--- config.mk ---
export PLATFORM = sky130hd
export DESIGN_NAME = mem_req_fifo
export DESIGN_NICKNAME = d
export VERILOG_FILES = /design/src/logic/ext_pkg.sv /design/src/logic/mem_req_fifo.sv
export SDC_FILE = /design/constraint.sdc
export NUM_CORES = 1
export LEC_CHECK = 0
export BUFFER_PORTS_ARGS = -buffer_cell sky130_fd_sc_hd__buf_2
export CORE_AREA = 10 10 193 177
export CTS_CLUSTER_SIZE = 40
export DETAILED_ROUTE_END_ITERATION = 6
export DIE_AREA = 0 0 203 187
export HOLD_SLACK_MARGIN = 0.08
export PLACE_DENSITY = 0.56
export SYNTH_ARGS = -nofsm -noshare
export SYNTH_HDL_FRONTEND = slang
export SYNTH_SLANG_ARGS = --single-unit
--- constraint.sdc ---
create_clock -name clk_i -period 3.68 [get_ports clk_i]
set_input_delay 0.368 -clock clk_i [delete_from_list [all_inputs] [get_ports clk_i]]
set_output_delay 0.368 -clock clk_i [all_outputs]
set_load 0.05 [all_outputs]
--- src/logic/ext_pkg.sv ---
// address map, register offsets and default parameter values
// for the external device harness

package ext_pkg;

  // bus widths
  localparam int unsigned ADDR_W = 32;
  localparam int unsigned DATA_W = 32;

  // 4-bit peripheral index at this bit, so a 4 KiB window each
  localparam int unsigned PERIPH_SEL_LSB = 12;

  localparam logic [3:0] GPIO_CNT_IDX = 4'd0;
  localparam logic [3:0] POWER_SW_IDX = 4'd1;

  // word offset inside a peripheral window
  localparam int unsigned REG_OFS_LSB = 2;

  // gpio_cnt registers
  localparam logic [1:0] GPIO_REG_CNT_MAX = 2'd0;
  localparam logic [1:0] GPIO_REG_COUNT   = 2'd1;
  localparam logic [1:0] GPIO_REG_STATUS  = 2'd2;

  // power_switch_ctrl registers
  localparam logic [1:0] PSW_REG_SWITCH_OFF = 2'd0;
  localparam logic [1:0] PSW_REG_ACK        = 2'd1;

  // top-level parameter defaults
  localparam int unsigned CNT_MAX_DEFAULT    = 2048;
  localparam int unsigned SWITCH_ACK_LATENCY = 15;
  localparam int unsigned NUM_DOMAINS        = 2;
  localparam int unsigned MEM_WORDS          = 8192;
  localparam int unsigned FIFO_DEPTH         = 4;
  localparam int unsigned MEM_LATENCY        = 3;

endpackage

--- src/logic/mem_req_fifo.sv ---
// request FIFO in front of the slow memory
// grants while not full, offers the head entry to the memory
`timescale 1ns/1ps

module mem_req_fifo #(
  parameter int unsigned DEPTH = ext_pkg::FIFO_DEPTH
) (
  input  logic                       clk_i,
  input  logic                       reset_i,
  input  logic                       mem_req_i,
  input  logic                       mem_we_i,
  input  logic [3:0]                 mem_be_i,
  input  logic [ext_pkg::ADDR_W-1:0] mem_addr_i,
  input  logic [ext_pkg::DATA_W-1:0] mem_wdata_i,
  input  logic                       pop_i,
  output logic                       mem_gnt_o,
  output logic                       fifo_valid_o,
  output logic                       fifo_we_o,
  output logic [3:0]                 fifo_be_o,
  output logic [ext_pkg::ADDR_W-1:0] fifo_addr_o,
  output logic [ext_pkg::DATA_W-1:0] fifo_wdata_o
);

  localparam int unsigned PTR_W = (DEPTH > 1) ? $clog2(DEPTH) : 1;
  localparam int unsigned CNT_W = $clog2(DEPTH + 1);

  logic                       we_mem    [DEPTH];
  logic [3:0]                 be_mem    [DEPTH];
  logic [ext_pkg::ADDR_W-1:0] addr_mem  [DEPTH];
  logic [ext_pkg::DATA_W-1:0] wdata_mem [DEPTH];
  logic [PTR_W-1:0]           wr_ptr_q;
  logic [PTR_W-1:0]           rd_ptr_q;
  logic [CNT_W-1:0]           count_q;
  logic                       push;

  assign mem_gnt_o    = (count_q != CNT_W'(DEPTH));
  assign push         = mem_req_i && mem_gnt_o;
  assign fifo_valid_o = (count_q != '0);

  always_ff @(posedge clk_i) begin
    if (reset_i) begin
      wr_ptr_q <= '0;
      rd_ptr_q <= '0;
      count_q  <= '0;
    end else begin
      if (push) begin
        wr_ptr_q <= (wr_ptr_q == PTR_W'(DEPTH - 1)) ? '0 : wr_ptr_q + 1'b1;
      end
      if (pop_i) begin
        rd_ptr_q <= (rd_ptr_q == PTR_W'(DEPTH - 1)) ? '0 : rd_ptr_q + 1'b1;
      end
      case ({push, pop_i})
        2'b10:   count_q <= count_q + 1'b1;
        2'b01:   count_q <= count_q - 1'b1;
        default: count_q <= count_q;
      endcase
    end
  end

  always_ff @(posedge clk_i) begin
    if (push) begin
      we_mem[wr_ptr_q]    <= mem_we_i;
      be_mem[wr_ptr_q]    <= mem_be_i;
      addr_mem[wr_ptr_q]  <= mem_addr_i;
      wdata_mem[wr_ptr_q] <= mem_wdata_i;
    end
  end

  assign fifo_we_o    = we_mem[rd_ptr_q];
  assign fifo_be_o    = be_mem[rd_ptr_q];
  assign fifo_addr_o  = addr_mem[rd_ptr_q];
  assign fifo_wdata_o = wdata_mem[rd_ptr_q];

  // the memory side only pops what is there
  a_no_pop_empty: assert property (@(posedge clk_i) disable iff (reset_i)
    pop_i |-> count_q != '0);

  // a request refused while full stays on the port until granted
  a_req_held: assert property (@(posedge clk_i) disable iff (reset_i)
    mem_req_i && !mem_gnt_o |=> mem_req_i && $stable(mem_addr_i));

endmodule

==> impl_metrics.toml <==
[outcome]
outcome = "finished, final reports clean"

[setup_path]
worstPathArrival_ns = 2.37
r2r_setup_slack_ns = 1.47
worst_r2r_path_depth = 7
required_ns = 3.31
r2r_end = "count_q[2]"
r2r_start = "count_q[0]"
worstPathMaxFanout = 25
critical_path_class = "reg -> out"
start_kind = "flop"
cp-end-kind = "output pin"

[pwr]
internal-power_mw = 5.81
seqPwrFrac_pct = 49.3
vdd_ir_drop_max_mv = 0.378
fin_total_pwr_mw = 7.89
switchingPower_mw = 2.08
p_comb_share_pct = 15.9
powerDensity_nw_per_um2 = 594
p_leak_nw = 4.46
swShare_pct = 26.3
pwr-share-clk_pct = 34.8

[final_layout]
fin_nets = 723
final_common_cell = "edfxtp_1"
layout_common_cells = "edfxtp_1, buf_2, mux4_2, dlygate4sd3_1, clkbuf_16"
fillers = 2643
syn_to_final_growth_pct = 27.4
layout-drive-gt1-share_pct = 39.6

[die]
ios = 144
placementRows = 61
start_util_pct = 34.4
coreArea_um2 = 30300
die_x_um = 203
die_area_um2 = 38000
die_h_um = 187

[sta]
relSlewSlack_pct = 63.6
rsz0062_at_grt = "no"
period_minus_slack_ns = 2.74
drv_slew = 0
finalCritPeriodShare_pct = 74.4
max_clock_freq_ghz = 0.365
worstMarginPinSlew_ns = 0.546
hold_viol = 0
holdWs_ns = 0.120
finalSetupViolCount = 0
fin_skew_ns = 0.0113
fin_tns_setup_ns = 0

[clocking]
ctsHoldBuffers = 69
path_clk_slew_ns = 0.06
tritoncts = "built"
cts.sinks = 285
cts.htree.levels = 1
clockRootBuffer = "clkbuf_16"
clockBufferDepth = 3
clkLatencyLatePin_ns = 0.54
post_cts_buffers = 0
cts_resized = 0
numCtsBuffers = 31

[drt]
drt.antenna.violating_nets = 0
wirelength_um = 21000
route.detailed.drc = 0
avgViaCountPerCell = 4.66
vias = 5005
drtIter0Drc = 288
drt_pass1_iterations = 4
wl_per_cell_um = 19.5

[grt]
grt_usage_pct = 11.0
overflow = 0
antenna_found_initial = 1
grt_pass1_wl_um = 33100
grt_pass1_vias = 5690
grt_max_degree = 42

[logic_synthesis]
synth_edf_count = 276
ys_seq_elements = 285
avgSynthCellArea_um2 = 25.6
seq_area_frac_synth_pct = 81.2
synthCells = 408
syn-cell-area_um2 = 10400
synth_async_sr_flop_share_pct = 0
syn_nets = 488
ys_types = 26
synth_ff_type = "edfxtp_1"
yosysWarnings = 0

[placement]
place.port_buffers = 143
hpwl_um = 12600
place.gp.congestion = 0.674

[hold_path]
whs_endpoint = "count_q[2]"
holdPathStages = 2
hold_path_class = "in -> reg"
min_from = "reset_i"

[flow_run]
max-cap-violations = 0
[registers in the layout, indices dropped and copies added, names as in the netlist, named ones only]
| name | cells |
|---|---|
| wdata_mem | 128 |
| we_mem | 4 |
| addr_mem | 128 |
| be_mem | 16 |
| wr_ptr_q | 2 |
| count_q | 3 |
| rd_ptr_q | 2 |
[power by group through the flow]
stage          Sequential, mW  Combinational, mW  Clock [mW]
2_1_floorplan            3.93              0.897           0
3_3_place_gp             3.95               1.21           0
3_5_place_dp             3.96               1.22           0
4_1_cts                  3.89               1.28        2.84
5_1_grt                  3.91               1.33        2.97
6_report                 3.89               1.25        2.75
[layer usage]
layer / wire length [um] / vias up / share of wire (%) / GRT usage (%)
li1: - / 2218 / - / -
met2: 10400 / 127 / 49 / 18.6
met1: 8980 / 2627 / 43 / 13.8
met3: 1150 / 33 / 5.5 / 2.70
met5: 0 / - / 0 / 0
met4: 490 / 0 / 2.3 / 3.30
[worst max-delay path by stage]
| stage | cells past startpoint | end | startpoint |
|---|---|---|---|
| 6_report | 3 | fifo_addr_o[31] | flop |
| 5_1_grt | 3 | fifo_wdata_o[23] | flop |
| 2_1_floorplan | 3 | addr_mem[0][0] | count_q[0] |
| 3_3_place_gp | 3 | fifo_addr_o[26] | flop |
| 3_5_place_dp | 3 | fifo_wdata_o[27] | flop |
| 4_1_cts | 3 | fifo_wdata_o[27] | flop |
[stage by stage]
step	cells	cell area [um2]	setup slack (ns)	util (%)
floorplan	408	10400	0.711	-
global placement	950	11700	1.42	38.6
detailed placement	950	11700	1.41	38.6
CTS	1073	13300	0.819	43.8
global route	1074	13300	0.729	43.8
finish	1074	13300	0.944	43.8
[logic make-up after synthesis]
logic type	after synthesis	synth area share (%)
buffers and inverters	21	1.37
AOI/OAI and AO/OA	5	0.312
DFF	285	81.2
xor gates and xnor gates	2	0.168
adders and majority gates	7	0.912
muxes	72	15.2
and+or+nand+nor	16	0.876
[synthesized netlist by cell type (3+ instances only)]
library cell    n  area, um2
edfxtp_1      276       8290
mux4_2         69       1550
dfxtp_1         9        180
clkbuf_1        6       22.5
ha_1            6       75.1
buf_4           5       37.5
and3_1          4       25.0
nor2_1          4       15.0
buf_2           3       15.0
inv_1           3       11.3
mux2i_1         3       30.0
or3_1           3       18.8
[layout make-up]
| class | count | area [um2] | area share [%] |
|---|---|---|---|
| antenna | 1 | 2.50 | 0.0188 |
| clock buffer | 40 | 810 | 6.09 |
| clock inverter | 14 | 92.6 | 0.697 |
| inverter | 3 | 11.3 | 0.0848 |
| multi-input combinational | 102 | 1840 | 13.9 |
| sequential | 285 | 8480 | 63.8 |
| tap | 409 | 512 | 3.85 |
| timing repair buffer | 220 | 1540 | 11.6 |
[worst max-delay path, cell delays in order, from the launching register on]
cell,delay [ns]
dfxtp_4,0.70
buf_4,0.36
mux4_2,0.53
buf_2,0.23
No activity file was read; power rests on OpenSTA's default activity.
