### config.mk
export PLATFORM = sky130hd
export DESIGN_NAME = gpio_cnt
export DESIGN_NICKNAME = d
export VERILOG_FILES = /design/src/logic/ext_pkg.sv /design/src/logic/gpio_cnt.sv
export SDC_FILE = /design/constraint.sdc
export NUM_CORES = 1
export LEC_CHECK = 0
export BUFFER_PORTS_ARGS = -buffer_cell sky130_fd_sc_hd__buf_2
export CORE_ASPECT_RATIO = 2
export CORE_MARGIN = 2
export CORE_UTILIZATION = 60
export CTS_BUF_LIST = sky130_fd_sc_hd__clkbuf_8
export CTS_CLUSTER_DIAMETER = 200
export DETAILED_ROUTE_END_ITERATION = 6
export GPL_ROUTABILITY_DRIVEN = 0
export PLACE_DENSITY = 0.79
export SLEW_MARGIN = 0
export SYNTH_ARGS = -nofsm -noshare
export SYNTH_HDL_FRONTEND = slang
export SYNTH_SLANG_ARGS = --single-unit
### constraint.sdc
create_clock -name clk_i -period 4.3 [get_ports clk_i]
set_clock_uncertainty 0.05 [all_clocks]
set_input_delay 0.645 -clock clk_i [delete_from_list [all_inputs] [get_ports clk_i]]
set_output_delay 0.645 -clock clk_i [all_outputs]
set_load 0.01 [all_outputs]
### src/logic/ext_pkg.sv
// address map, register offsets and default parameter values
// for the external device harness

package ext_pkg;

  // bus widths
  localparam int unsigned ADDR_W = 32;
  localparam int unsigned DATA_W = 32;

  // 4-bit peripheral index at this bit, so a 4 KiB window each
  localparam int unsigned PERIPH_SEL_LSB = 12;

  localparam logic [3:0] GPIO_CNT_IDX = 4'd0;
  localparam logic [3:0] POWER_SW_IDX = 4'd1;

  // word offset inside a peripheral window
  localparam int unsigned REG_OFS_LSB = 2;

  // gpio_cnt registers
  localparam logic [1:0] GPIO_REG_CNT_MAX = 2'd0;
  localparam logic [1:0] GPIO_REG_COUNT   = 2'd1;
  localparam logic [1:0] GPIO_REG_STATUS  = 2'd2;

  // power_switch_ctrl registers
  localparam logic [1:0] PSW_REG_SWITCH_OFF = 2'd0;
  localparam logic [1:0] PSW_REG_ACK        = 2'd1;

  // top-level parameter defaults
  localparam int unsigned CNT_MAX_DEFAULT    = 2048;
  localparam int unsigned SWITCH_ACK_LATENCY = 15;
  localparam int unsigned NUM_DOMAINS        = 2;
  localparam int unsigned MEM_WORDS          = 8192;
  localparam int unsigned FIFO_DEPTH         = 4;
  localparam int unsigned MEM_LATENCY        = 3;

endpackage

### src/logic/gpio_cnt.sv
// gpio rising-edge counter with max, count and status registers
// toggles gpio_o and raises an interrupt when the max is reached
`timescale 1ns/1ps

module gpio_cnt #(
  parameter logic [ext_pkg::DATA_W-1:0] CNT_MAX_RESET = ext_pkg::CNT_MAX_DEFAULT
) (
  input  logic                       clk_i,
  input  logic                       reset_i,
  input  logic                       req_i,
  input  logic                       write_i,
  input  logic [1:0]                 ofs_i,
  input  logic [ext_pkg::DATA_W-1:0] wdata_i,
  input  logic                       gpio_i,
  output logic [ext_pkg::DATA_W-1:0] rdata_o,
  output logic                       gpio_o,
  output logic                       intr_o
);

  logic                       sync1_q;
  logic                       sync2_q;
  logic                       prev_q;
  logic                       rise;
  logic [ext_pkg::DATA_W-1:0] cnt_max_q;
  logic [ext_pkg::DATA_W-1:0] count_q;
  logic [ext_pkg::DATA_W-1:0] count_inc;
  logic                       hit_max;
  logic                       pending_q;
  logic                       gpio_q;
  logic [ext_pkg::DATA_W-1:0] rd_val;
  logic                       wr_en;

  assign rise      = sync2_q && !prev_q;
  assign count_inc = count_q + 1'b1;
  // zero max disables the wrap
  assign hit_max   = (cnt_max_q != '0) && (count_inc >= cnt_max_q);
  assign wr_en     = req_i && write_i;

  always_ff @(posedge clk_i) begin
    if (reset_i) begin
      sync1_q   <= 1'b0;
      sync2_q   <= 1'b0;
      prev_q    <= 1'b0;
      cnt_max_q <= CNT_MAX_RESET;
      count_q   <= '0;
      pending_q <= 1'b0;
      gpio_q    <= 1'b0;
    end else begin
      sync1_q <= gpio_i;
      sync2_q <= sync1_q;
      prev_q  <= sync2_q;
      if (wr_en && ofs_i == ext_pkg::GPIO_REG_CNT_MAX) begin
        cnt_max_q <= wdata_i;
      end
      if (wr_en && ofs_i == ext_pkg::GPIO_REG_STATUS && wdata_i[0]) begin
        pending_q <= 1'b0;
      end
      // a new hit wins over a clear in the same cycle
      if (rise) begin
        if (hit_max) begin
          count_q   <= '0;
          gpio_q    <= !gpio_q;
          pending_q <= 1'b1;
        end else begin
          count_q <= count_inc;
        end
      end
    end
  end

  always_comb begin
    case (ofs_i)
      ext_pkg::GPIO_REG_CNT_MAX: rd_val = cnt_max_q;
      ext_pkg::GPIO_REG_COUNT:   rd_val = count_q;
      ext_pkg::GPIO_REG_STATUS:  rd_val = {{(ext_pkg::DATA_W - 1){1'b0}}, pending_q};
      default:                   rd_val = '0;
    endcase
  end

  // read data held until the next read strobe
  always_ff @(posedge clk_i) begin
    if (req_i && !write_i) begin
      rdata_o <= rd_val;
    end
  end

  assign gpio_o = gpio_q;
  assign intr_o = pending_q;

endmodule

==> impl_summary.txt <==
----------------------------------------------------
[Pwr]
  Proportion of power drawn by flip-flops and latches ... 56.7%
  Proportion of power drawn by the clock network ... between 30% and 40%
  Sw power ... 501 uW
  Internal power consumption ... ~1300 uW
  Switching share of total power ... 27.9%
  Maximum ir drop on the vdd rail ... 0.293 mV
  Combinational fraction of design power ... 9.9%
  Cell area power density ... 288 nW/um^2
  Leakage ... 0.00251 uW

[Synth]
  YS warnings ... 0
  Asr flop ratio synth ... 0%
  Area share of the largest cell type after synthesis ... 24.9%
  Share of the yosys chip area belonging to registers ... 42.2%
  Most repeated cell in the gate-level netlist after synthesis ... nand2_1
  Summed instance area of the synthesized netlist ... between 5000 and 6000 sq um
  Complex-gate fraction of the synthesized area ... 11.5%
  Post-Synth Adder-Cell Area ... 7.44%
  Share of synthesized area spent on multiplexers ... 5.97%
  Main combinational cell family by area after synthesis ... simple AND/OR/NAND/NOR gates
  Synthesized instance count ... roughly 630
  Largest cells by area after synthesis ... dfxtp_1 25%, edfxtp_1 17%, ha_1 7.4%, nand2_1 7.0%, mux2i_1 5.8%
  Simple-Gate Fraction of Synth Area ... 22.8%
  Number of storage elements in the synthesis netlist ... 101
  Primary FF master, synth ... dfxtp_1
  Ranking of synthesized cells by instance count ... 103 x nand2_1, 69 x dfxtp_1, 57 x a21oi_1
  Library cells used by synthesis ... 51
  Post-synth net total ... 700
  Mean post-synth cell area ... 8.84 sq um
  EDFF count, synth ... 32
  Post-Synth XOR/XNOR Area ... 5.21%
  Most area-hungry cell type in the Yosys netlist ... dfxtp_1

[Finish]
  Number of nets in the layout ... 764
  Fin area ... slightly above 6000 sq um
  Number of filler instances in the final layout ... 742
  Number of standard cells in the final layout excluding fillers ... 799
  Count of antenna diodes in the layout ... 0
  Area growth, synth to finish ... 12.2%
  Ratio of cells with drive above 1 in the final layout ... 17.4%
  Area taken by multi-input logic gates ... 2960 sq um
  Area used by sequential logic in the layout ... 2340 sq um

[Setup path]
  Crit Path Max Fanout ... 9
  Critical path's slowest cell ... or4_1
  Longest individual stage delay on the worst path ... roughly 0.59 ns
  Critical Path AT ... 4.31 ns
  Element type at the critical path start ... flop
  Required time at the worst-slack endpoint ... between 4 and 5 ns
  Critical path capture point type ... flop
  Cell breakdown of the critical path ... and4_4 -> nand4_4 -> or4_1 -> nor3_2 -> xor2_1 -> ha_1 -> nand4_1 -> nor3_1 -> a211o_1 -> a22o_1 -> o21ai_1 -> buf_4 -> mux2_2
  CP Class ... flop to flop

[Clock tree]
  Clock insertion delay at the later pin of the skew report ... 0.40 ns
  Clock root buffer ... clkbuf_8
  Total CTS buffers ... 9
  Clock tree from TritonCTS ... yes
  Sinks on the clock net ... 101
  Postcts setup bufs ... 0
  CTS Buffer Depth ... 2
  Clk pin slew, worst setup/hold paths ... 0.10 ns
  CTS resizes ... 0
  Level count of the clock H-tree ... 3
  Hold buffer count at CTS ... 0

[Placement]
  Port bufs ... 72
  Post-Place Cells ... between 700 and 800
  HPWL reported at the end of detailed placement ... 10.8 mm
  Setup Slack @ Placement ... 0.176 ns
  Instance area after placement ... around 6000 sq um

[Routing]
  Routed wirelength normalized by instance count ... 18.3 microns
  Number of design-rule violations left by the first detailed-router iteration ... 328
  Number of nets with antenna violations after detailed routing ... 0
  First-pass detailed-route iteration total ... 5
  DRC Markers ... 0
  Via-per-instance ratio ... 6.12
  Vias ... 4,892
  Total length of routed wires ... 14.6 mm

[Die]
  Y dimension of the die ... 140 microns
  Initial Util ... 61.6%
  Top-level I/O count ... 73
  Die Outline Area ... between 10,000 and 15,000 sq um
  Placement Rows ... 49
  Area of the placeable core ... roughly 9000 sq um
  Die width ... approximately 70 microns

[Min path]
  Worst min path class ... flop to flop

[Timing]
  Final critical path time including I/O delays and setup ... a little over 4 ns
  Post-route fraction of the period consumed by the critical path ... between 90% and 100%
  Fmax ... 245 MHz
  Minimum hold slack ... 0.399 ns
  Setup violators final ... 0
  Worst slew margin relative to its limit ... 37.8%
  Pins Over Slew Limit ... 0
  Fin. Hold Viols ... 0
  Setup slack of the critical path after layout ... 0.224 ns
  Worst Max-Slew Pin Slew ... ~0.93 ns

[GRT]
  Maximum number of pins on one net before global-route repair ... 57
  Number of antenna violations at the first check in global routing ... 0
  Tot GR Track Use ... a little under a third
  Number of global-route vias before repair ... 4,838
  Wire length of the first global-routing pass ... 23.7 mm
  Final global-route overflow total ... 0

[Run]
  Max-capacitance violation count ... 0

[Run status]
  Result of the run ... completed

----------------------------------------------------
-- worst paths after layout --
check	slack [ns]	start	depth (start not counted)	to
setup / recovery	0.22	count_q[5]$_SDFFE_PP0P_	13	gpio_o$_SDFFE_PP0P_
hold / removal	0.40	sync1_q$_SDFF_PP0_	1	sync2_q$_SDFF_PP0_
setup reg to reg	0.22	count_q[5]$_SDFFE_PP0P_	13	gpio_o$_SDFFE_PP0P_
hold reg to reg	0.40	sync1_q$_SDFF_PP0_	1	sync2_q$_SDFF_PP0_
-- per-layer routing --
| layer | GRT usage (%) | routed length, microns | up-vias |
|---|---|---|---|
| met5 | 0 | 0 | - |
| met4 | 21.8 | 912 | 0 |
| met3 | 5.47 | 652 | 64 |
| met2 | 54.9 | 8040 | 181 |
| met1 | 30.5 | 5010 | 2308 |
| li1 | - | - | 2339 |
-- cells in the final DEF, fill, tap and decap left out, drive strengths merged, types with 6 or more instances in the layout --
cell type  count
buf           88
o21ai          9
clkbuf         9
nand2        103
mux2i         32
xor2          10
inv           40
a211o          7
nor2b          8
a32o           9
xnor2         23
edfxtp        32
dfxtp         69
nor3           9
ha            33
and3           9
a21oi         57
nand4         23
nand3         16
nor2          47
or4            6
nor4          11
-- cell type report --
cell class / count / share of cell area, %
multi-input combinational: 456 / 47.4
sequential: 101 / 37.6
timing repair buffer: 88 / 7.71
inverter: 36 / 2.17
tap: 102 / 2.05
clock buffer: 9 / 1.99
clock inverter: 7 / 1.04
-- logic make-up after synthesis --
kind of cell | Yosys count
AOI/OAI and AO/OA | 100
xor gates and xnor gates | 33
adders and majority gates | 33
buffers and inverters | 71
DFF | 101
muxes | 33
and+or+nand+nor | 257
-- through the flow --
stage | total power (uW) | utilization (%) | TNS (ns)
final | 1800 | 69.1 | 0
after global routing | 1860 | 69.1 | -0.00399
after CTS | 1800 | 69.0 | 0
after detailed placement | 1210 | 66.9 | 0
after global placement | 1210 | 66.9 | 0
after floorplan | 1140 | - | 0
-- power by group through the flow --
| stage | Combinational, uW | Sequential (uW) | Clock, uW |
|---|---|---|---|
| finish | 177 | 1020 | 601 |
| global route | 191 | 1020 | 649 |
| CTS | 175 | 1020 | 604 |
| detailed placement | 174 | 1040 | 0 |
| global placement | 169 | 1040 | 0 |
| floorplan | 105 | 1040 | 0 |
-- worst max-delay path: cells and delay by family, from the launching register on --
family,cells,cell delay (ns)
AOI/OAI and AO/OA,3,0.92
xor gates and xnor gates,1,0.22
adders and majority gates,1,0.28
buffers and inverters,1,0.17
DFF,1,0.53
muxes,1,0.31
and+or+nand+nor,6,1.49
-- flip-flops by register name, summed over array words and instances (netlist names) --
name,flops
gpio_o,1
cnt_max_q,32
count_q,32
rdata_o,32
sync1_q,1
prev_q,1
intr_o,1
sync2_q,1
No activity file was read; power rests on OpenSTA's default activity.
