### config.mk
export PLATFORM = sky130hd
export DESIGN_NAME = power_switch_ctrl
export DESIGN_NICKNAME = d
export VERILOG_FILES = /design/src/logic/ext_pkg.sv /design/src/logic/power_switch_ctrl.sv
export SDC_FILE = /design/constraint.sdc
export NUM_CORES = 1
export LEC_CHECK = 0
export BUFFER_PORTS_ARGS = -buffer_cell sky130_fd_sc_hd__buf_2
export CAP_MARGIN = 10
export CORE_MARGIN = 1.5
export CORE_UTILIZATION = 42
export CTS_CLUSTER_SIZE = 40
export DETAILED_ROUTE_END_ITERATION = 12
export HOLD_SLACK_MARGIN = 0.15
export PLACE_DENSITY_LB_ADDON = 0.08
export REMOVE_ABC_BUFFERS = 1
export SYNTH_ARGS = -nofsm -noshare
export SYNTH_HDL_FRONTEND = slang
export SYNTH_SLANG_ARGS = --single-unit
### constraint.sdc
create_clock -name clk_i -period 1.1 [get_ports clk_i]
set_clock_uncertainty 0.05 [all_clocks]
set_input_delay 0.165 -clock clk_i [delete_from_list [all_inputs] [get_ports clk_i]]
set_output_delay 0.165 -clock clk_i [all_outputs]
set_load 0.02 [all_outputs]
### src/logic/ext_pkg.sv
// address map, register offsets and default parameter values
// for the external device harness

package ext_pkg;

  // bus widths
  localparam int unsigned ADDR_W = 32;
  localparam int unsigned DATA_W = 32;

  // 4-bit peripheral index at this bit, so a 4 KiB window each
  localparam int unsigned PERIPH_SEL_LSB = 12;

  localparam logic [3:0] GPIO_CNT_IDX = 4'd0;
  localparam logic [3:0] POWER_SW_IDX = 4'd1;

  // word offset inside a peripheral window
  localparam int unsigned REG_OFS_LSB = 2;

  // gpio_cnt registers
  localparam logic [1:0] GPIO_REG_CNT_MAX = 2'd0;
  localparam logic [1:0] GPIO_REG_COUNT   = 2'd1;
  localparam logic [1:0] GPIO_REG_STATUS  = 2'd2;

  // power_switch_ctrl registers
  localparam logic [1:0] PSW_REG_SWITCH_OFF = 2'd0;
  localparam logic [1:0] PSW_REG_ACK        = 2'd1;

  // top-level parameter defaults
  localparam int unsigned CNT_MAX_DEFAULT    = 2048;
  localparam int unsigned SWITCH_ACK_LATENCY = 15;
  localparam int unsigned NUM_DOMAINS        = 2;
  localparam int unsigned MEM_WORDS          = 8192;
  localparam int unsigned FIFO_DEPTH         = 4;
  localparam int unsigned MEM_LATENCY        = 3;

endpackage

### src/logic/power_switch_ctrl.sv
// power-domain switch register, modelled switch-cell ack delay
// and isolation release after power is acknowledged
`timescale 1ns/1ps

module power_switch_ctrl #(
  parameter int unsigned NUM_DOMAINS        = ext_pkg::NUM_DOMAINS,
  parameter int unsigned SWITCH_ACK_LATENCY = ext_pkg::SWITCH_ACK_LATENCY
) (
  input  logic                       clk_i,
  input  logic                       reset_i,
  input  logic                       req_i,
  input  logic                       write_i,
  input  logic [1:0]                 ofs_i,
  input  logic [ext_pkg::DATA_W-1:0] wdata_i,
  output logic [ext_pkg::DATA_W-1:0] rdata_o,
  output logic [NUM_DOMAINS-1:0]     switch_n_o,
  output logic [NUM_DOMAINS-1:0]     iso_n_o
);

  logic [NUM_DOMAINS-1:0]     switch_off_q;
  // switch cells, one stage per cycle of ack latency
  logic [NUM_DOMAINS-1:0]     ack_sr_q [SWITCH_ACK_LATENCY];
  logic [NUM_DOMAINS-1:0]     ack_n;
  logic [ext_pkg::DATA_W-1:0] rd_val;

  always_ff @(posedge clk_i) begin
    if (reset_i) begin
      switch_off_q <= '0;
      for (int i = 0; i < SWITCH_ACK_LATENCY; i++) begin
        ack_sr_q[i] <= '0;
      end
    end else begin
      if (req_i && write_i && ofs_i == ext_pkg::PSW_REG_SWITCH_OFF) begin
        switch_off_q <= wdata_i[NUM_DOMAINS-1:0];
      end
      ack_sr_q[0] <= switch_n_o;
      for (int i = 1; i < SWITCH_ACK_LATENCY; i++) begin
        ack_sr_q[i] <= ack_sr_q[i-1];
      end
    end
  end

  assign switch_n_o = switch_off_q;
  assign ack_n      = ack_sr_q[SWITCH_ACK_LATENCY-1];
  // drop isolation only once the domain is on and acknowledged
  assign iso_n_o    = ~switch_off_q & ~ack_n;

  always_comb begin
    rd_val = '0;
    if (ofs_i == ext_pkg::PSW_REG_SWITCH_OFF) begin
      rd_val[NUM_DOMAINS-1:0] = switch_off_q;
    end else if (ofs_i == ext_pkg::PSW_REG_ACK) begin
      rd_val[NUM_DOMAINS-1:0] = ~ack_n;
    end
  end

  always_ff @(posedge clk_i) begin
    if (req_i && !write_i) begin
      rdata_o <= rd_val;
    end
  end

  // isolation released only if the switch was on a full ack latency earlier
  a_iso_after_ack: assert property (@(posedge clk_i) disable iff (reset_i)
    (iso_n_o & ~$past(iso_n_o) & $past(switch_n_o, SWITCH_ACK_LATENCY)) == '0);

endmodule

==> run metrics, run 1 <==
Top Ports 74; Power Density 1560 nW/um^2; worst setup margin -0.02959 ns; type of origin of the critical path flop; critical path endpoint category output pin; Final Slew Violations 0; post-synthesis instance total 110; Total Wirelength 1586 um; number of global-route vias before repair 587; top-count cell post-synth nor2b_1; Max-cap violations 0; Crit Path Category reg -> out; first-pass GRT wire length 2559 um; area grow syn2layout 12.74%; Vias 671; Initial Util 0.4451; per-cell routed wire length 9.497 um; post-synth top area share 0.5219; Cell Rows 19; Horiz. Die Dim 57.06 um; failing checks setup timing; RePlAce Congestion 0.7368; total track usage 0.1082; synthesized area 1227 um^2; Ant. Diodes 0; Period minus WS final 1.130 ns; worst-path maximum fanout 2; Root Buffer clkbuf_4; largest net degree at the start of global routing 25; GR Overflow Total 0; later-pin clock latency in the skew report 0.33 ns; Pleak 0.6154 nW; Inst Count DP 153; Synth area leaders dfxtp_1 52%, buf_4 18%, nor2b_1 17%, edfxtp_1 4.9%, mux2_4 2.4%; # DRC 0; worst reg2reg startpoint switch_n_o[1]$_SDFFE_PP0P_; Setup violations, final 2; min-delay worst type in -> reg; worst path arrival time 0.91 ns; Final period util 1.027; Critical Path, Cell by Cell nor2_2 -> buf_4; IO buf count 13; Clock Path Buffers 2; area leader, netlist dfxtp_1; status finished, violations left; H-tree Lvls 2; Final Hold Viols 0; post-route setup TNS -0.04395 ns; Hold Crit Depth 3; dpl hpwl 996.8 um; fin nets 173; fmax 885.3 MHz; number of synthesized flops with an enable pin 2; syn_area_per_cell 11.16 um^2; Finished Layout Cells 167; Die ar. 3256 um^2; clk slew on worst S/H paths 0.10 ns; ys async rst share 0; CP Depth 2; DRT iter0 DRCs 4; post-route ant nets 0; max incr delay on CP 0.34 ns; R2R setup slack 0.05 ns; CP max-delay cell dfxtp_2; Crit. Startpoint ack_sr_q[14][0]$_SDFF_PP0_; RSZ-0062 raised after global routing yes; Die Span Y 57.06 um; CORE AREA 2758 um^2; Design Power 2.159 mW; R2R depth 3; DR pass1 iterations 2; most frequent cells after synthesis 33 x nor2b_1, 32 x dfxtp_1, 30 x buf_4, 4 x nor2_1, 3 x buf_2; Critical Path RT 0.88 ns; HP Start ofs_i[0]; YS warnings 0; ys flop type dfxtp_1; layout cell share with drive strength beyond 1 0.2426; worst path bufs/invs 1; Seq cells post-synth 34; Crit path max-delay family flip-flops; peak supply drop 1093 uV; Yosys cell types 10; initial antenna violation count 0; CTS tree done; DR vias/cell 4.018; CTS buffer count 5; Seq/Total Area, Yosys 0.5708; Clock Sinks 34
[layer usage]
layer  vias up  global-route usage  wire (um)
met4         0             0.05980         26
li1        329                   -          -
met5         -                   0          0
met2        39              0.1494        683
met1       299              0.1313        722
met3         4             0.06349        154
[tightest hold or removal path: cells and delay by family]
family / cells / cell delay (ns)
buf+inv: 2 / 0.19
compound gates: 1 / 0.06
[worst paths after layout]
kind	to
max	iso_n_o[0]
min	rdata_o[0]$_DFFE_PP_
min reg2reg	ack_sr_q[5][0]$_SDFF_PP0_
max reg2reg	switch_n_o[1]$_SDFFE_PP0P_
[per-stage QoR]
stage,hold WS [ns],cell area [um^2],utilization,setup WS [ns]
after floorplan,0.1866,1096,-,0.1498
after global placement,0.3695,1222,0.4433,0.01629
after detailed placement,0.3731,1222,0.4433,0.01548
after CTS,0.1758,1355,0.4914,-0.04920
after global routing,0.1898,1384,0.5018,-0.09941
final,0.1952,1384,0.5018,-0.02959
[cell usage in the layout, fill, tap and decap left out]
cell type,synthesis,final
a211oi_1,2,2
and4bb_4,1,1
buf_2,3,7
buf_4,30,6
buf_6,0,3
clkbuf_4,0,6
clkbuf_8,0,1
clkinv_2,0,1
clkinvlp_4,0,1
conb_1,1,30
dfxtp_1,32,29
dfxtp_2,0,3
dlygate4sd3_1,0,5
edfxtp_1,2,2
mux2_4,2,2
nor2_1,4,2
nor2_2,0,1
nor2_4,0,1
nor2b_1,33,33
[registers in the layout (all words and copies together), names as in the netlist]
| signal | count |
|---|---|
| ack_sr_q | 30 |
| rdata_o | 2 |
| switch_n_o | 2 |
[layout make-up]
cell class              count  area, um^2
repair buffers             22       171.4
well taps                  31       38.79
clock buffers               6       51.30
clock inverters             2       12.51
flip-flops and latches     34       704.4
multi-input cells          72       405.4
fillers                   265        1374
[repair_timing]
item	in CTS	in global routing
pin swaps	1	0
buffers inserted	1	0
endpoints found under the hold margin	12	0
endpoints found under the setup margin	4	27
gates cloned	0	0
resized for setup	6	9
hold buffers	5	0
[cells by family after synthesis]
logic type	share of synthesized area
AND/OR/NAND/NOR	0.1937
flip-flops	0.5708
buffers and inverters	0.1957
AO/OA/AOI/OAI	0.01223
multiplexers	0.02447
other	0.003055
[report_power, final]
| part | total (mW) | internal, mW | switching, mW |
|---|---|---|---|
| logic | 0.185 | 0.0508 | 0.134 |
| registers | 1.25 | 1.25 | 0.00361 |
| clock network | 0.721 | 0.307 | 0.414 |
(Power assumes the default switching activity.)
==> run 2, diff against run 1 <==
GPL_TIMING_DRIVEN = 0   (was not set)
==> run 2 against run 1 <==
Net effect:
- the run still ends with setup timing left
- largest power group unchanged
- combinational power shrank 6%
- final cell count shrank 2.4%
- setup slack is essentially flat
- sequential power is essentially flat
- critical endpoint is now iso_n_o[1]
==> run metrics, run 2 (same netlist as run 1, synthesis figures left out) <==
worst setup margin -0.02935 ns (+0.0002375 ns); most common cell after layout, fill and taps aside nor2b_1; failing checks setup timing; Power Density 1640 nW/um^2 (+5.1%); register area 708.2 um^2 (+0.53%); Die ar. 3256 um^2 (unchanged); Initial Util 0.4451 (unchanged); RePlAce Congestion 0.7650 (+3.8%); status finished, violations left; fmax 885.5 MHz (about the same); fin nets 169 (-2.3%); DR vias/cell 4.000 (-0.45%); Final Hold Viols 0 (unchanged); Vias 652 (-2.8%); Critical Path RT 0.88 ns (about the same); peak supply drop 1176 uV (+7.6%); H-tree Lvls 2 (unchanged); area grow syn2layout 11.42%; clk slew on worst S/H paths 0.10 ns (about the same); commonest non-fill, non-tap cells in the layout 32 x nor2b_1, 30 x conb_1, 28 x dfxtp_1, 7 x buf_2, 5 x clkbuf_4; R2R setup slack 0.03 ns (-0.02 ns); layout cell share with drive strength beyond 1 0.2424 (about the same); Setup violations, final 2 (unchanged); first-pass GRT wire length 2553 um (-0.23%); worst-path maximum fanout 4 (+2); worst path arrival time 0.91 ns (about the same); later-pin clock latency in the skew report 0.32 ns (about the same); type of origin of the critical path flop; worst reg2reg startpoint switch_n_o[0]$_SDFFE_PP0P_; DR pass1 iterations 2 (unchanged); final core occ 0.4959 (-0.005898); Total Wirelength 1556 um (-1.9%); most flop-heavy register ack_sr_q; Top Ports 74 (unchanged); CORE AREA 2758 um^2 (unchanged); post-route setup TNS -0.04421 ns (-0.0002534 ns); Finished Layout Cells 163 (-2.4%); Period minus WS final 1.129 ns (-0.0002375 ns); CP endpoint iso_n_o[1]; dpl hpwl 952.1 um (-4.5%); # DRC 0 (unchanged); headroom to the max-slew limit 0.6512; Crit. Startpoint switch_n_o[1]$_SDFFE_PP0P_; Clock Sinks 34 (unchanged); CTS buffer count 5 (unchanged); number of global-route vias before repair 562 (-4.3%); critical path endpoint category output pin; Horiz. Die Dim 57.06 um (unchanged); Root Buffer clkbuf_4; IO buf count 13 (unchanged); Fillers 258 (-2.6%); Worst-Margin Slew 0.5232 ns; Clock Path Buffers 2 (unchanged); Final Slew Violations 0 (unchanged); R2R depth 3 (unchanged); CTS tree done; Final period util 1.027 (about the same); min-delay worst type in -> reg; largest net degree at the start of global routing 33 (+32%); Pleak 0.6058 nW (-1.6%); Cell Rows 19 (unchanged); Crit Path Category reg -> out; FF-to-FF End switch_n_o[0]$_SDFFE_PP0P_; Die Span Y 57.06 um (unchanged); Largest register FFs 30 (unchanged); DRT iter0 DRCs 3 (-1); initial antenna violation count 0 (unchanged); GR Overflow Total 0 (unchanged); total track usage 0.1098 (+0.001586); Max-cap violations 0 (unchanged); Final Hold Slack 0.1847 ns (-0.01049 ns); Ant. Diodes 0 (unchanged); Placement Setup Slack -0.1206 ns (-0.1361 ns); per-cell routed wire length 9.546 um (+0.52%); Inst Count DP 150 (-2.0%); RSZ-0062 raised after global routing yes; post-route ant nets 0 (unchanged); area of the multi-input gates 402.9 um^2 (-0.62%)
[run 2: final cells by class]
cell class                 count  share of cell area
multi-input combinational     72              0.2946
timing repair buffer          18              0.1016
sequential                    34              0.5178
clock buffer                   8             0.05764
tap                           31             0.02836
[run 2: critical path, cell delays in order (launching register included)]
cell	delay, ns
dfxtp_2	0.35
nor2_2	0.11
buf_6	0.13
[run 2: how the worst min path moves through the flow]
stage / start / end / cells past startpoint
2_1_floorplan: reset_i / ack_sr_q[10][0]$_SDFF_PP0_ / 1
3_3_place_gp: ack_sr_q[11][1]$_SDFF_PP0_ / ack_sr_q[12][1]$_SDFF_PP0_ / 1
3_5_place_dp: ack_sr_q[1][0]$_SDFF_PP0_ / ack_sr_q[2][0]$_SDFF_PP0_ / 1
4_1_cts: wdata_i[0] / switch_n_o[0]$_SDFFE_PP0P_ / 3
5_1_grt: ofs_i[0] / rdata_o[1]$_DFFE_PP_ / 3
6_report: wdata_i[0] / switch_n_o[0]$_SDFFE_PP0P_ / 3
[run 2: what timing repair did]
item                                    4_1_cts  5_1_grt
hold buffers                                  4        0
pin swaps                                     2        0
hold endpoints to repair                      5        0
buffers inserted                              0        1
endpoints found under the setup margin        4        6
gates resized for setup                       6       11
[run 2: report_power, final]
group          internal [mW]  total, mW  switching, mW
sequential              1.25       1.25        0.00379
combinational         0.0410      0.174          0.133
clock                  0.437      0.817          0.380
total                   1.72       2.24          0.517
[run 2: metrics by stage]
step / cell area [um^2] / total power [mW]
detailed placement: 1200 / 1.435
finish: 1368 / 2.242
global placement: 1200 / 1.432
CTS: 1333 / 2.269
global route: 1368 / 2.360
floorplan: 1096 / 1.394
[run 2: per-layer routing]
metal  vias up  GRT usage  part of all wire
li1        318          -                 -
met1       289     0.1345              0.45
met2        39     0.1478              0.42
met3         6    0.05442              0.10
met4         0    0.07973             0.023
met5         -          0                 0
