<file path="src/logic/ext_pkg.sv">
// address map, register offsets and default parameter values
// for the external device harness

package ext_pkg;

  // bus widths
  localparam int unsigned ADDR_W = 32;
  localparam int unsigned DATA_W = 32;

  // 4-bit peripheral index at this bit, so a 4 KiB window each
  localparam int unsigned PERIPH_SEL_LSB = 12;

  localparam logic [3:0] GPIO_CNT_IDX = 4'd0;
  localparam logic [3:0] POWER_SW_IDX = 4'd1;

  // word offset inside a peripheral window
  localparam int unsigned REG_OFS_LSB = 2;

  // gpio_cnt registers
  localparam logic [1:0] GPIO_REG_CNT_MAX = 2'd0;
  localparam logic [1:0] GPIO_REG_COUNT   = 2'd1;
  localparam logic [1:0] GPIO_REG_STATUS  = 2'd2;

  // power_switch_ctrl registers
  localparam logic [1:0] PSW_REG_SWITCH_OFF = 2'd0;
  localparam logic [1:0] PSW_REG_ACK        = 2'd1;

  // top-level parameter defaults
  localparam int unsigned CNT_MAX_DEFAULT    = 2048;
  localparam int unsigned SWITCH_ACK_LATENCY = 15;
  localparam int unsigned NUM_DOMAINS        = 2;
  localparam int unsigned MEM_WORDS          = 8192;
  localparam int unsigned FIFO_DEPTH         = 4;
  localparam int unsigned MEM_LATENCY        = 3;

endpackage

</file>
<file path="src/logic/reg_periph_demux.sv">
// register bus demultiplexer
// strobes one peripheral per request and returns its response a cycle later
`timescale 1ns/1ps

module reg_periph_demux (
  input  logic                       clk_i,
  input  logic                       reset_i,
  input  logic                       reg_valid_i,
  input  logic                       reg_write_i,
  input  logic [ext_pkg::ADDR_W-1:0] reg_addr_i,
  input  logic [ext_pkg::DATA_W-1:0] reg_wdata_i,
  input  logic [ext_pkg::DATA_W-1:0] gpio_rdata_i,
  input  logic [ext_pkg::DATA_W-1:0] psw_rdata_i,
  output logic                       reg_ready_o,
  output logic [ext_pkg::DATA_W-1:0] reg_rdata_o,
  output logic                       reg_error_o,
  output logic                       gpio_req_o,
  output logic                       psw_req_o,
  output logic                       periph_write_o,
  output logic [1:0]                 periph_ofs_o,
  output logic [ext_pkg::DATA_W-1:0] periph_wdata_o
);

  logic [3:0] periph_idx;
  logic       gpio_hit;
  logic       psw_hit;
  logic       new_req;
  logic       pending_q;
  logic       gpio_sel_q;
  logic       psw_sel_q;

  assign periph_idx = reg_addr_i[ext_pkg::PERIPH_SEL_LSB +: 4];
  assign gpio_hit   = (periph_idx == ext_pkg::GPIO_CNT_IDX);
  assign psw_hit    = (periph_idx == ext_pkg::POWER_SW_IDX);

  // a held request is not taken again while its response is due
  assign new_req = reg_valid_i && !pending_q;

  // strobes go out in the cycle the request is first seen
  assign gpio_req_o     = new_req && gpio_hit;
  assign psw_req_o      = new_req && psw_hit;
  assign periph_write_o = reg_write_i;
  assign periph_ofs_o   = reg_addr_i[ext_pkg::REG_OFS_LSB +: 2];
  assign periph_wdata_o = reg_wdata_i;

  always_ff @(posedge clk_i) begin
    if (reset_i) begin
      pending_q  <= 1'b0;
      gpio_sel_q <= 1'b0;
      psw_sel_q  <= 1'b0;
    end else begin
      pending_q <= new_req;
      if (new_req) begin
        gpio_sel_q <= gpio_hit;
        psw_sel_q  <= psw_hit;
      end
    end
  end

  // response of the recorded target, zero data for unmapped
  always_comb begin
    if (gpio_sel_q) begin
      reg_rdata_o = gpio_rdata_i;
    end else if (psw_sel_q) begin
      reg_rdata_o = psw_rdata_i;
    end else begin
      reg_rdata_o = '0;
    end
  end

  assign reg_ready_o = pending_q;
  assign reg_error_o = pending_q && !gpio_sel_q && !psw_sel_q;

  // the master holds its request until it sees ready
  a_valid_held: assert property (@(posedge clk_i) disable iff (reset_i)
    reg_valid_i && !reg_ready_o |=> reg_valid_i && $stable(reg_addr_i));

endmodule

</file>
<file path="config.mk">
export PLATFORM = sky130hd
export DESIGN_NAME = reg_periph_demux
export DESIGN_NICKNAME = d
export VERILOG_FILES = /design/src/logic/ext_pkg.sv /design/src/logic/reg_periph_demux.sv
export SDC_FILE = /design/constraint.sdc
export NUM_CORES = 1
export LEC_CHECK = 0
export BUFFER_PORTS_ARGS = -buffer_cell sky130_fd_sc_hd__buf_2
export CAP_MARGIN = 15
export CORE_AREA = 2 2 79 81
export CTS_BUF_LIST = sky130_fd_sc_hd__clkbuf_8 sky130_fd_sc_hd__clkbuf_16
export CTS_CLUSTER_SIZE = 8
export DETAILED_ROUTE_END_ITERATION = 8
export DIE_AREA = 0 0 81 83
export PLACE_DENSITY = 0.55
export REMOVE_ABC_BUFFERS = 1
export SYNTH_ARGS = -nofsm -noshare
export SYNTH_HDL_FRONTEND = slang
export SYNTH_SLANG_ARGS = --single-unit
export TNS_END_PERCENT = 100
</file>
<file path="constraint.sdc">
create_clock -name clk_i -period 1.2 [get_ports clk_i]
set_clock_uncertainty 0.15 [all_clocks]
set_input_delay 0.12 -clock clk_i [delete_from_list [all_inputs] [get_ports clk_i]]
set_output_delay 0.12 -clock clk_i [all_outputs]
set_load 0.1 [all_outputs]
</file>
==> results.json, run 1 <==
{
  "yosysTopAreaCell": "buf_4",
  "required_ns": 0.93,
  "core_um2": 5820,
  "placed_area_um2": 1680,
  "htree_levels": 1,
  "grt_max_degree": 27,
  "final_area_um2": 2190,
  "dp_hpwl_um": 6430,
  "drc": 0,
  "critPathMaxFanout": 2,
  "gp_congestion": 0.801,
  "fin_crit_ns": 1.73,
  "synth_area_leaders": "buf_4, a22o_1, dfxtp_1",
  "dpl.cell_count": 237,
  "hold_path.class": "input port to flop",
  "drive_above_1_share_pct": 93.2,
  "yosysWarningCount": 0,
  "firstDrtPassIters": 3,
  "dieHeight_um": 83,
  "grt_pass1_vias": 1178,
  "cellPowerDensity_nw_per_um2": 418,
  "finalNonFillerCells": 253,
  "cts.clk_slew.worst_paths_ns": 0.03,
  "ir_drop_mv": 0.621,
  "fillerInstances": 569,
  "drt_iter0_drc": 20,
  "routed_wl_um": 7650,
  "power_uw": 913,
  "grt_overflow": 0,
  "clk_latency_ns": 0.21,
  "cts_tree": "built",
  "finalHoldViolCount": 0,
  "grt_pass1_wl_um": 9760,
  "finalWorstSetupSlack_ns": -0.535,
  "wire_per_inst_um": 30.3,
  "die_area_um2": 6720,
  "drv_slew": 0,
  "syn_avg_cell_area_um2": 8.23,
  "netlist_area_um2": 757,
  "fmax_ghz": 0.576,
  "leakage_nw": 1.06,
  "synth_top_area_share_pct": 37.7,
  "boundaryPins": 203,
  "cp_data_arrival_time_ns": 1.46,
  "numPortBuffers": 106,
  "violations": "negative setup slack",
  "synth_seq_cells": 3,
  "final_util_pct": 37.6,
  "cts_buffer_depth": 2,
  "crit_type": "flop to primary output",
  "antenna_found_initial": 2,
  "clock-root-buffer": "clkbuf_8",
  "viasPerCell": 4.52,
  "max_cap_viol_count": 0,
  "die_w_um": 81,
  "end_kind": "primary output",
  "worstMarginPinSlew_ns": 0.295,
  "yosysSeqAreaShare_pct": 7.93,
  "finish.net_count": 309,
  "period_share_pct": 145,
  "status": "finished, violations left",
  "grt_setup_unrepaired": "true",
  "cts_sinks": 3,
  "netlist_instances": 92,
  "setup_viol": 37,
  "area_growth_pct": 189,
  "start_util_pct": 13.0,
  "cts-buffers-inserted": 3,
  "grt_usage_pct": 21.9,
  "ant_nets": 0,
  "vias": 1144,
  "slew_headroom_pct": 80.3,
  "crit_path_start_kind": "flop",
  "row_count": 28,
  "netlist-cell-type-count": 15
}
final cells by class:
class / instances / area [um^2] / area share, %
clock buffers: 3 / 41.3 / 1.89
well taps: 75 / 93.8 / 4.29
inverters: 2 / 12.5 / 0.572
multi-input cells: 44 / 661 / 30.2
diodes: 2 / 5.00 / 0.229
repair buffers: 123 / 1300 / 59.6
clock inverters: 1 / 3.75 / 0.172
flip-flops and latches: 3 / 66.3 / 3.03
cells in the final DEF, fill, tap and decap left out, drive strengths merged, types with 2 or more instances in the layout:
cell type    count
buf            121
a22o            32
nor2b            3
clkbuf           3
dfxtp            3
diode            2
inv              2
or4b             2
dlygate4sd3      2
o32ai            2
worst max-delay path, stage by stage, from the launching register on:
cell and delay, ns:
dfxtp_2 0.31, or4b_4 0.51, nor3b_4 0.23, buf_12 0.20
registers in the layout (all words and copies together) (netlist names):
name and cells:
gpio_sel_q 1, psw_sel_q 1, reg_ready_o 1
metal layers:
layer / track usage, % / part of all wire, % / up-vias
met4: 4.16 / 1.6 / 2
met5: 6.67 / 0.57 / -
met3: 28.4 / 27 / 8
met2: 40.6 / 53 / 146
met1: 10.6 / 17 / 502
li1: - / - / 486
timing repair:
action,CTS,global route
endpoints found under the setup margin,36,39
hold endpoints to repair,1,0
hold buffers,2,0
gates cloned,3,0
resized for setup,40,17
pin swaps,9,8
buffers inserted,8,2
Yosys cell counts:
| cell type | count |
|---|---|
| buf_4 | 38 |
| a22o_1 | 32 |
| clkbuf_1 | 3 |
| dfxtp_1 | 3 |
| nor2b_1 | 3 |
| buf_2 | 2 |
| inv_1 | 2 |
| o32ai_1 | 2 |
| and3_1 | 1 |
| nand4bb_1 | 1 |
| nor3_1 | 1 |
| nor3b_2 | 1 |
| or3_2 | 1 |
| or4b_1 | 1 |
| or4b_4 | 1 |
report_power, final:
part / switching, mW / leakage [nW] / internal [mW] / total (mW)
clock network: 0.0681 / 0.0269 / 0.218 / 0.286
registers: 0.00216 / 0.0261 / 0.102 / 0.104
logic: 0.286 / 1.00 / 0.237 / 0.523
total: 0.356 / 1.06 / 0.557 / 0.913
metrics by stage:
step	TNS, ns	worst slack [ns]	hold WS (ns)
2_1_floorplan	-61.05	-2.41	0.0416
3_3_place_gp	-5.39	-0.306	0.0934
3_5_place_dp	-5.58	-0.321	0.0934
4_1_cts	-15.03	-0.540	0.00498
5_1_grt	-14.35	-0.604	0.0199
6_report	-12.99	-0.535	0.00471
kinds of logic (layout without fill, tap and decap cells):
group | count (synthesis) | in the layout | synth area share [%]
buffers and inverters | 45 | 129 | 41.5
and+or+nand+nor | 10 | 10 | 11.2
other | 0 | 2 | 0
DFF | 3 | 3 | 7.93
AOI/OAI and AO/OA | 34 | 34 | 39.3
worst paths after layout:
path	from	endpoint	slack, ns	cells past startpoint
setup reg to reg	gpio_sel_q	gpio_sel_q	-0.10	5
setup / recovery	reg_ready_o	psw_req_o	-0.53	3
hold / removal	reset_i	psw_sel_q	0.005	2
hold reg to reg	psw_sel_q	psw_sel_q	0.41	2
Power figures use the tool's default switching activity.
==> run 2: changes to the inputs <==
Settings changed: ABC_AREA set to 1, PLACE_DENSITY 0.55 to 0.62.
==> run 2 against run 1 <==
  * Combinational power is 6.7% lower
  * Area after synthesis is 49% higher
  * Sequential share of layout area is 0.28 points lower
  * Largest power group unchanged
  * Core utilization is 2.2 points higher
  * Sequential power is 4% higher
  * Hold slack better by 0.086 ns
  * Critical path type unchanged
  * Via count is 22% higher
  * Register-to-register slack better by 0.29 ns
  * The flow still finishes with violations (negative setup slack)
==> results.json, run 2 <==
{
  "power_uw": 883,
  "cts_sinks": 3,
  "final_util_pct": 39.8,
  "ir_drop_mv": 0.412,
  "fin_crit_ns": 1.50,
  "register_area_um2": 63.8,
  "most-common-layout-cells": "buf_2, nand2_2, buf_12",
  "wl_met2_um": 3820,
  "gp_congestion": 0.871,
  "antennaDiodeCount": 0,
  "cts.clk_slew.worst_paths_ns": 0.03,
  "final_area_um2": 2320,
  "fillerInstances": 609,
  "numPortBuffers": 106,
  "grt_pass1_vias": 1343,
  "yosysTopAreaCell": "nand3_2",
  "cts_tree": "built",
  "grt_max_degree": 27,
  "netlist-cell-type-count": 16,
  "finalSetupTns_ns": -8.62,
  "cts_buffer_depth": 2,
  "ant_nets": 0,
  "end_kind": "primary output",
  "finalNonFillerCells": 316,
  "start_util_pct": 19.4,
  "syn_avg_cell_area_um2": 6.90,
  "multi_input_area_um2": 811,
  "status": "finished, violations left",
  "fmax_ghz": 0.668,
  "synth_common_cells": "nand2_1, buf_4, nand3_2, inv_1",
  "dieHeight_um": 83,
  "cts-buffers-inserted": 3,
  "drive_above_1_share_pct": 89.2,
  "drv_slew": 0,
  "netlist_instances": 164,
  "drt-met1-wl_um": 1470,
  "routed_wl_um": 7640,
  "core_um2": 5820,
  "wl_met3_um": 1990,
  "cp_data_arrival_time_ns": 1.23,
  "routed.top_layer": "met5",
  "dp_hpwl_um": 6650,
  "drc": 0,
  "violations": "negative setup slack",
  "critPathMaxFanout": 8,
  "synthFlopType": "dfxtp_1",
  "synth_area_leaders": "nand3_2, buf_4, nand2_1",
  "die_area_um2": 6720,
  "die_w_um": 81,
  "placed_area_um2": 1960,
  "synth_seq_cells": 3,
  "clk_latency_ns": 0.22,
  "leakage_nw": 1.08,
  "slew_headroom_pct": 85.1,
  "grt_overflow": 0,
  "crit_type": "flop to primary output",
  "place_ws_ns": -0.172,
  "setup_viol": 35,
  "synth_top_area_share_pct": 26.5,
  "row_count": 28,
  "dpl.cell_count": 306,
  "worstMarginPinSlew_ns": 0.223,
  "htree_levels": 1,
  "finalWorstSetupSlack_ns": -0.298,
  "grt_usage_pct": 21.4,
  "finish.net_count": 374,
  "grt_setup_unrepaired": "true",
  "yosysWarningCount": 0,
  "postSynth.asyncResetShare_pct": 0,
  "vias": 1393,
  "antenna_found_initial": 0,
  "hold_slack_ns": 0.0907,
  "max_cap_viol_count": 0,
  "crit_path_start_kind": "flop",
  "clock-root-buffer": "clkbuf_8",
  "area_growth_pct": 105,
  "drt_iter0_drc": 26,
  "finalHoldViolCount": 0,
  "grt_pass1_wl_um": 9860,
  "boundaryPins": 203,
  "yosysSeqAreaShare_pct": 5.31,
  "wire_per_inst_um": 24.2,
  "required_ns": 0.93,
  "viasPerCell": 4.41,
  "netlist_area_um2": 1130,
  "yosysMostFrequentCell": "nand2_1",
  "firstDrtPassIters": 4,
  "cellPowerDensity_nw_per_um2": 381,
  "period_share_pct": 125,
  "synth_edf_count": 0,
  "mostFrequentLayoutCell": "buf_2",
  "hold_path.class": "input port to primary output"
}
run 2: cell count changes after synthesis, moves of 4 or more:
cell / before / now
nand2_1: 0 / 66
nand3_2: 0 / 30
nor2_1: 0 / 4
nand3_1: 0 / 4
buf_12: 0 / 4
a22o_1: 32 / 0
run 2: metal layers:
| layer | global-route usage [%] | vias to the layer above |
|---|---|---|
| met3 | 25.3 | 12 |
| li1 | - | 632 |
| met5 | 15.8 | - |
| met2 | 37.2 | 147 |
| met1 | 12.4 | 598 |
| met4 | 5.70 | 4 |
run 2: cells by family after synthesis:
family	after synthesis	share of synthesized area (%)
simple gates	106	53.0
buf+inv	53	40.8
flops	3	5.31
compound gates	2	0.885
run 2: area by class of cell:
class | count | area share [%]
clock buffers | 3 | 1.78
inverters | 7 | 1.84
multi-input cells | 108 | 35.0
clock inverters | 1 | 0.162
flip-flops and latches | 3 | 2.76
repair buffers | 118 | 53.7
repair inverters | 1 | 0.702
well taps | 75 | 4.05
run 2: critical path, stage by stage (launching register included):
cell       delay, ns
dfxtp_2         0.34
buf_12          0.17
clkbuf_16       0.18
nand2_2         0.05
nand2_2         0.08
buf_12          0.18
run 2: worst paths after layout:
| path | startpoint | endpoint | slack [ns] | cells after the start |
|---|---|---|---|---|
| setup reg to reg | reg_ready_o | gpio_sel_q | 0.19 | 4 |
| setup / recovery | gpio_sel_q | reg_rdata_o[2] | -0.30 | 5 |
| hold / removal | reg_wdata_i[0] | periph_wdata_o[0] | 0.09 | 0 |
| hold reg to reg | reg_ready_o | reg_ready_o | 0.40 | 3 |
run 2: what timing repair did:
item | in CTS | in global routing
hold buffers | 1 | 0
setup buffers | 2 | 0
resized for setup | 36 | 41
pin swaps | 2 | 28
endpoints found under the hold margin | 3 | 0
cloned | 1 | 2
setup endpoints to repair | 35 | 35
run 2: power by group:
| part | switching (mW) | internal (mW) |
|---|---|---|
| Combinational | 0.285 | 0.202 |
| Clock | 0.0701 | 0.218 |
| Sequential | 0.00367 | 0.104 |
| Total | 0.359 | 0.524 |
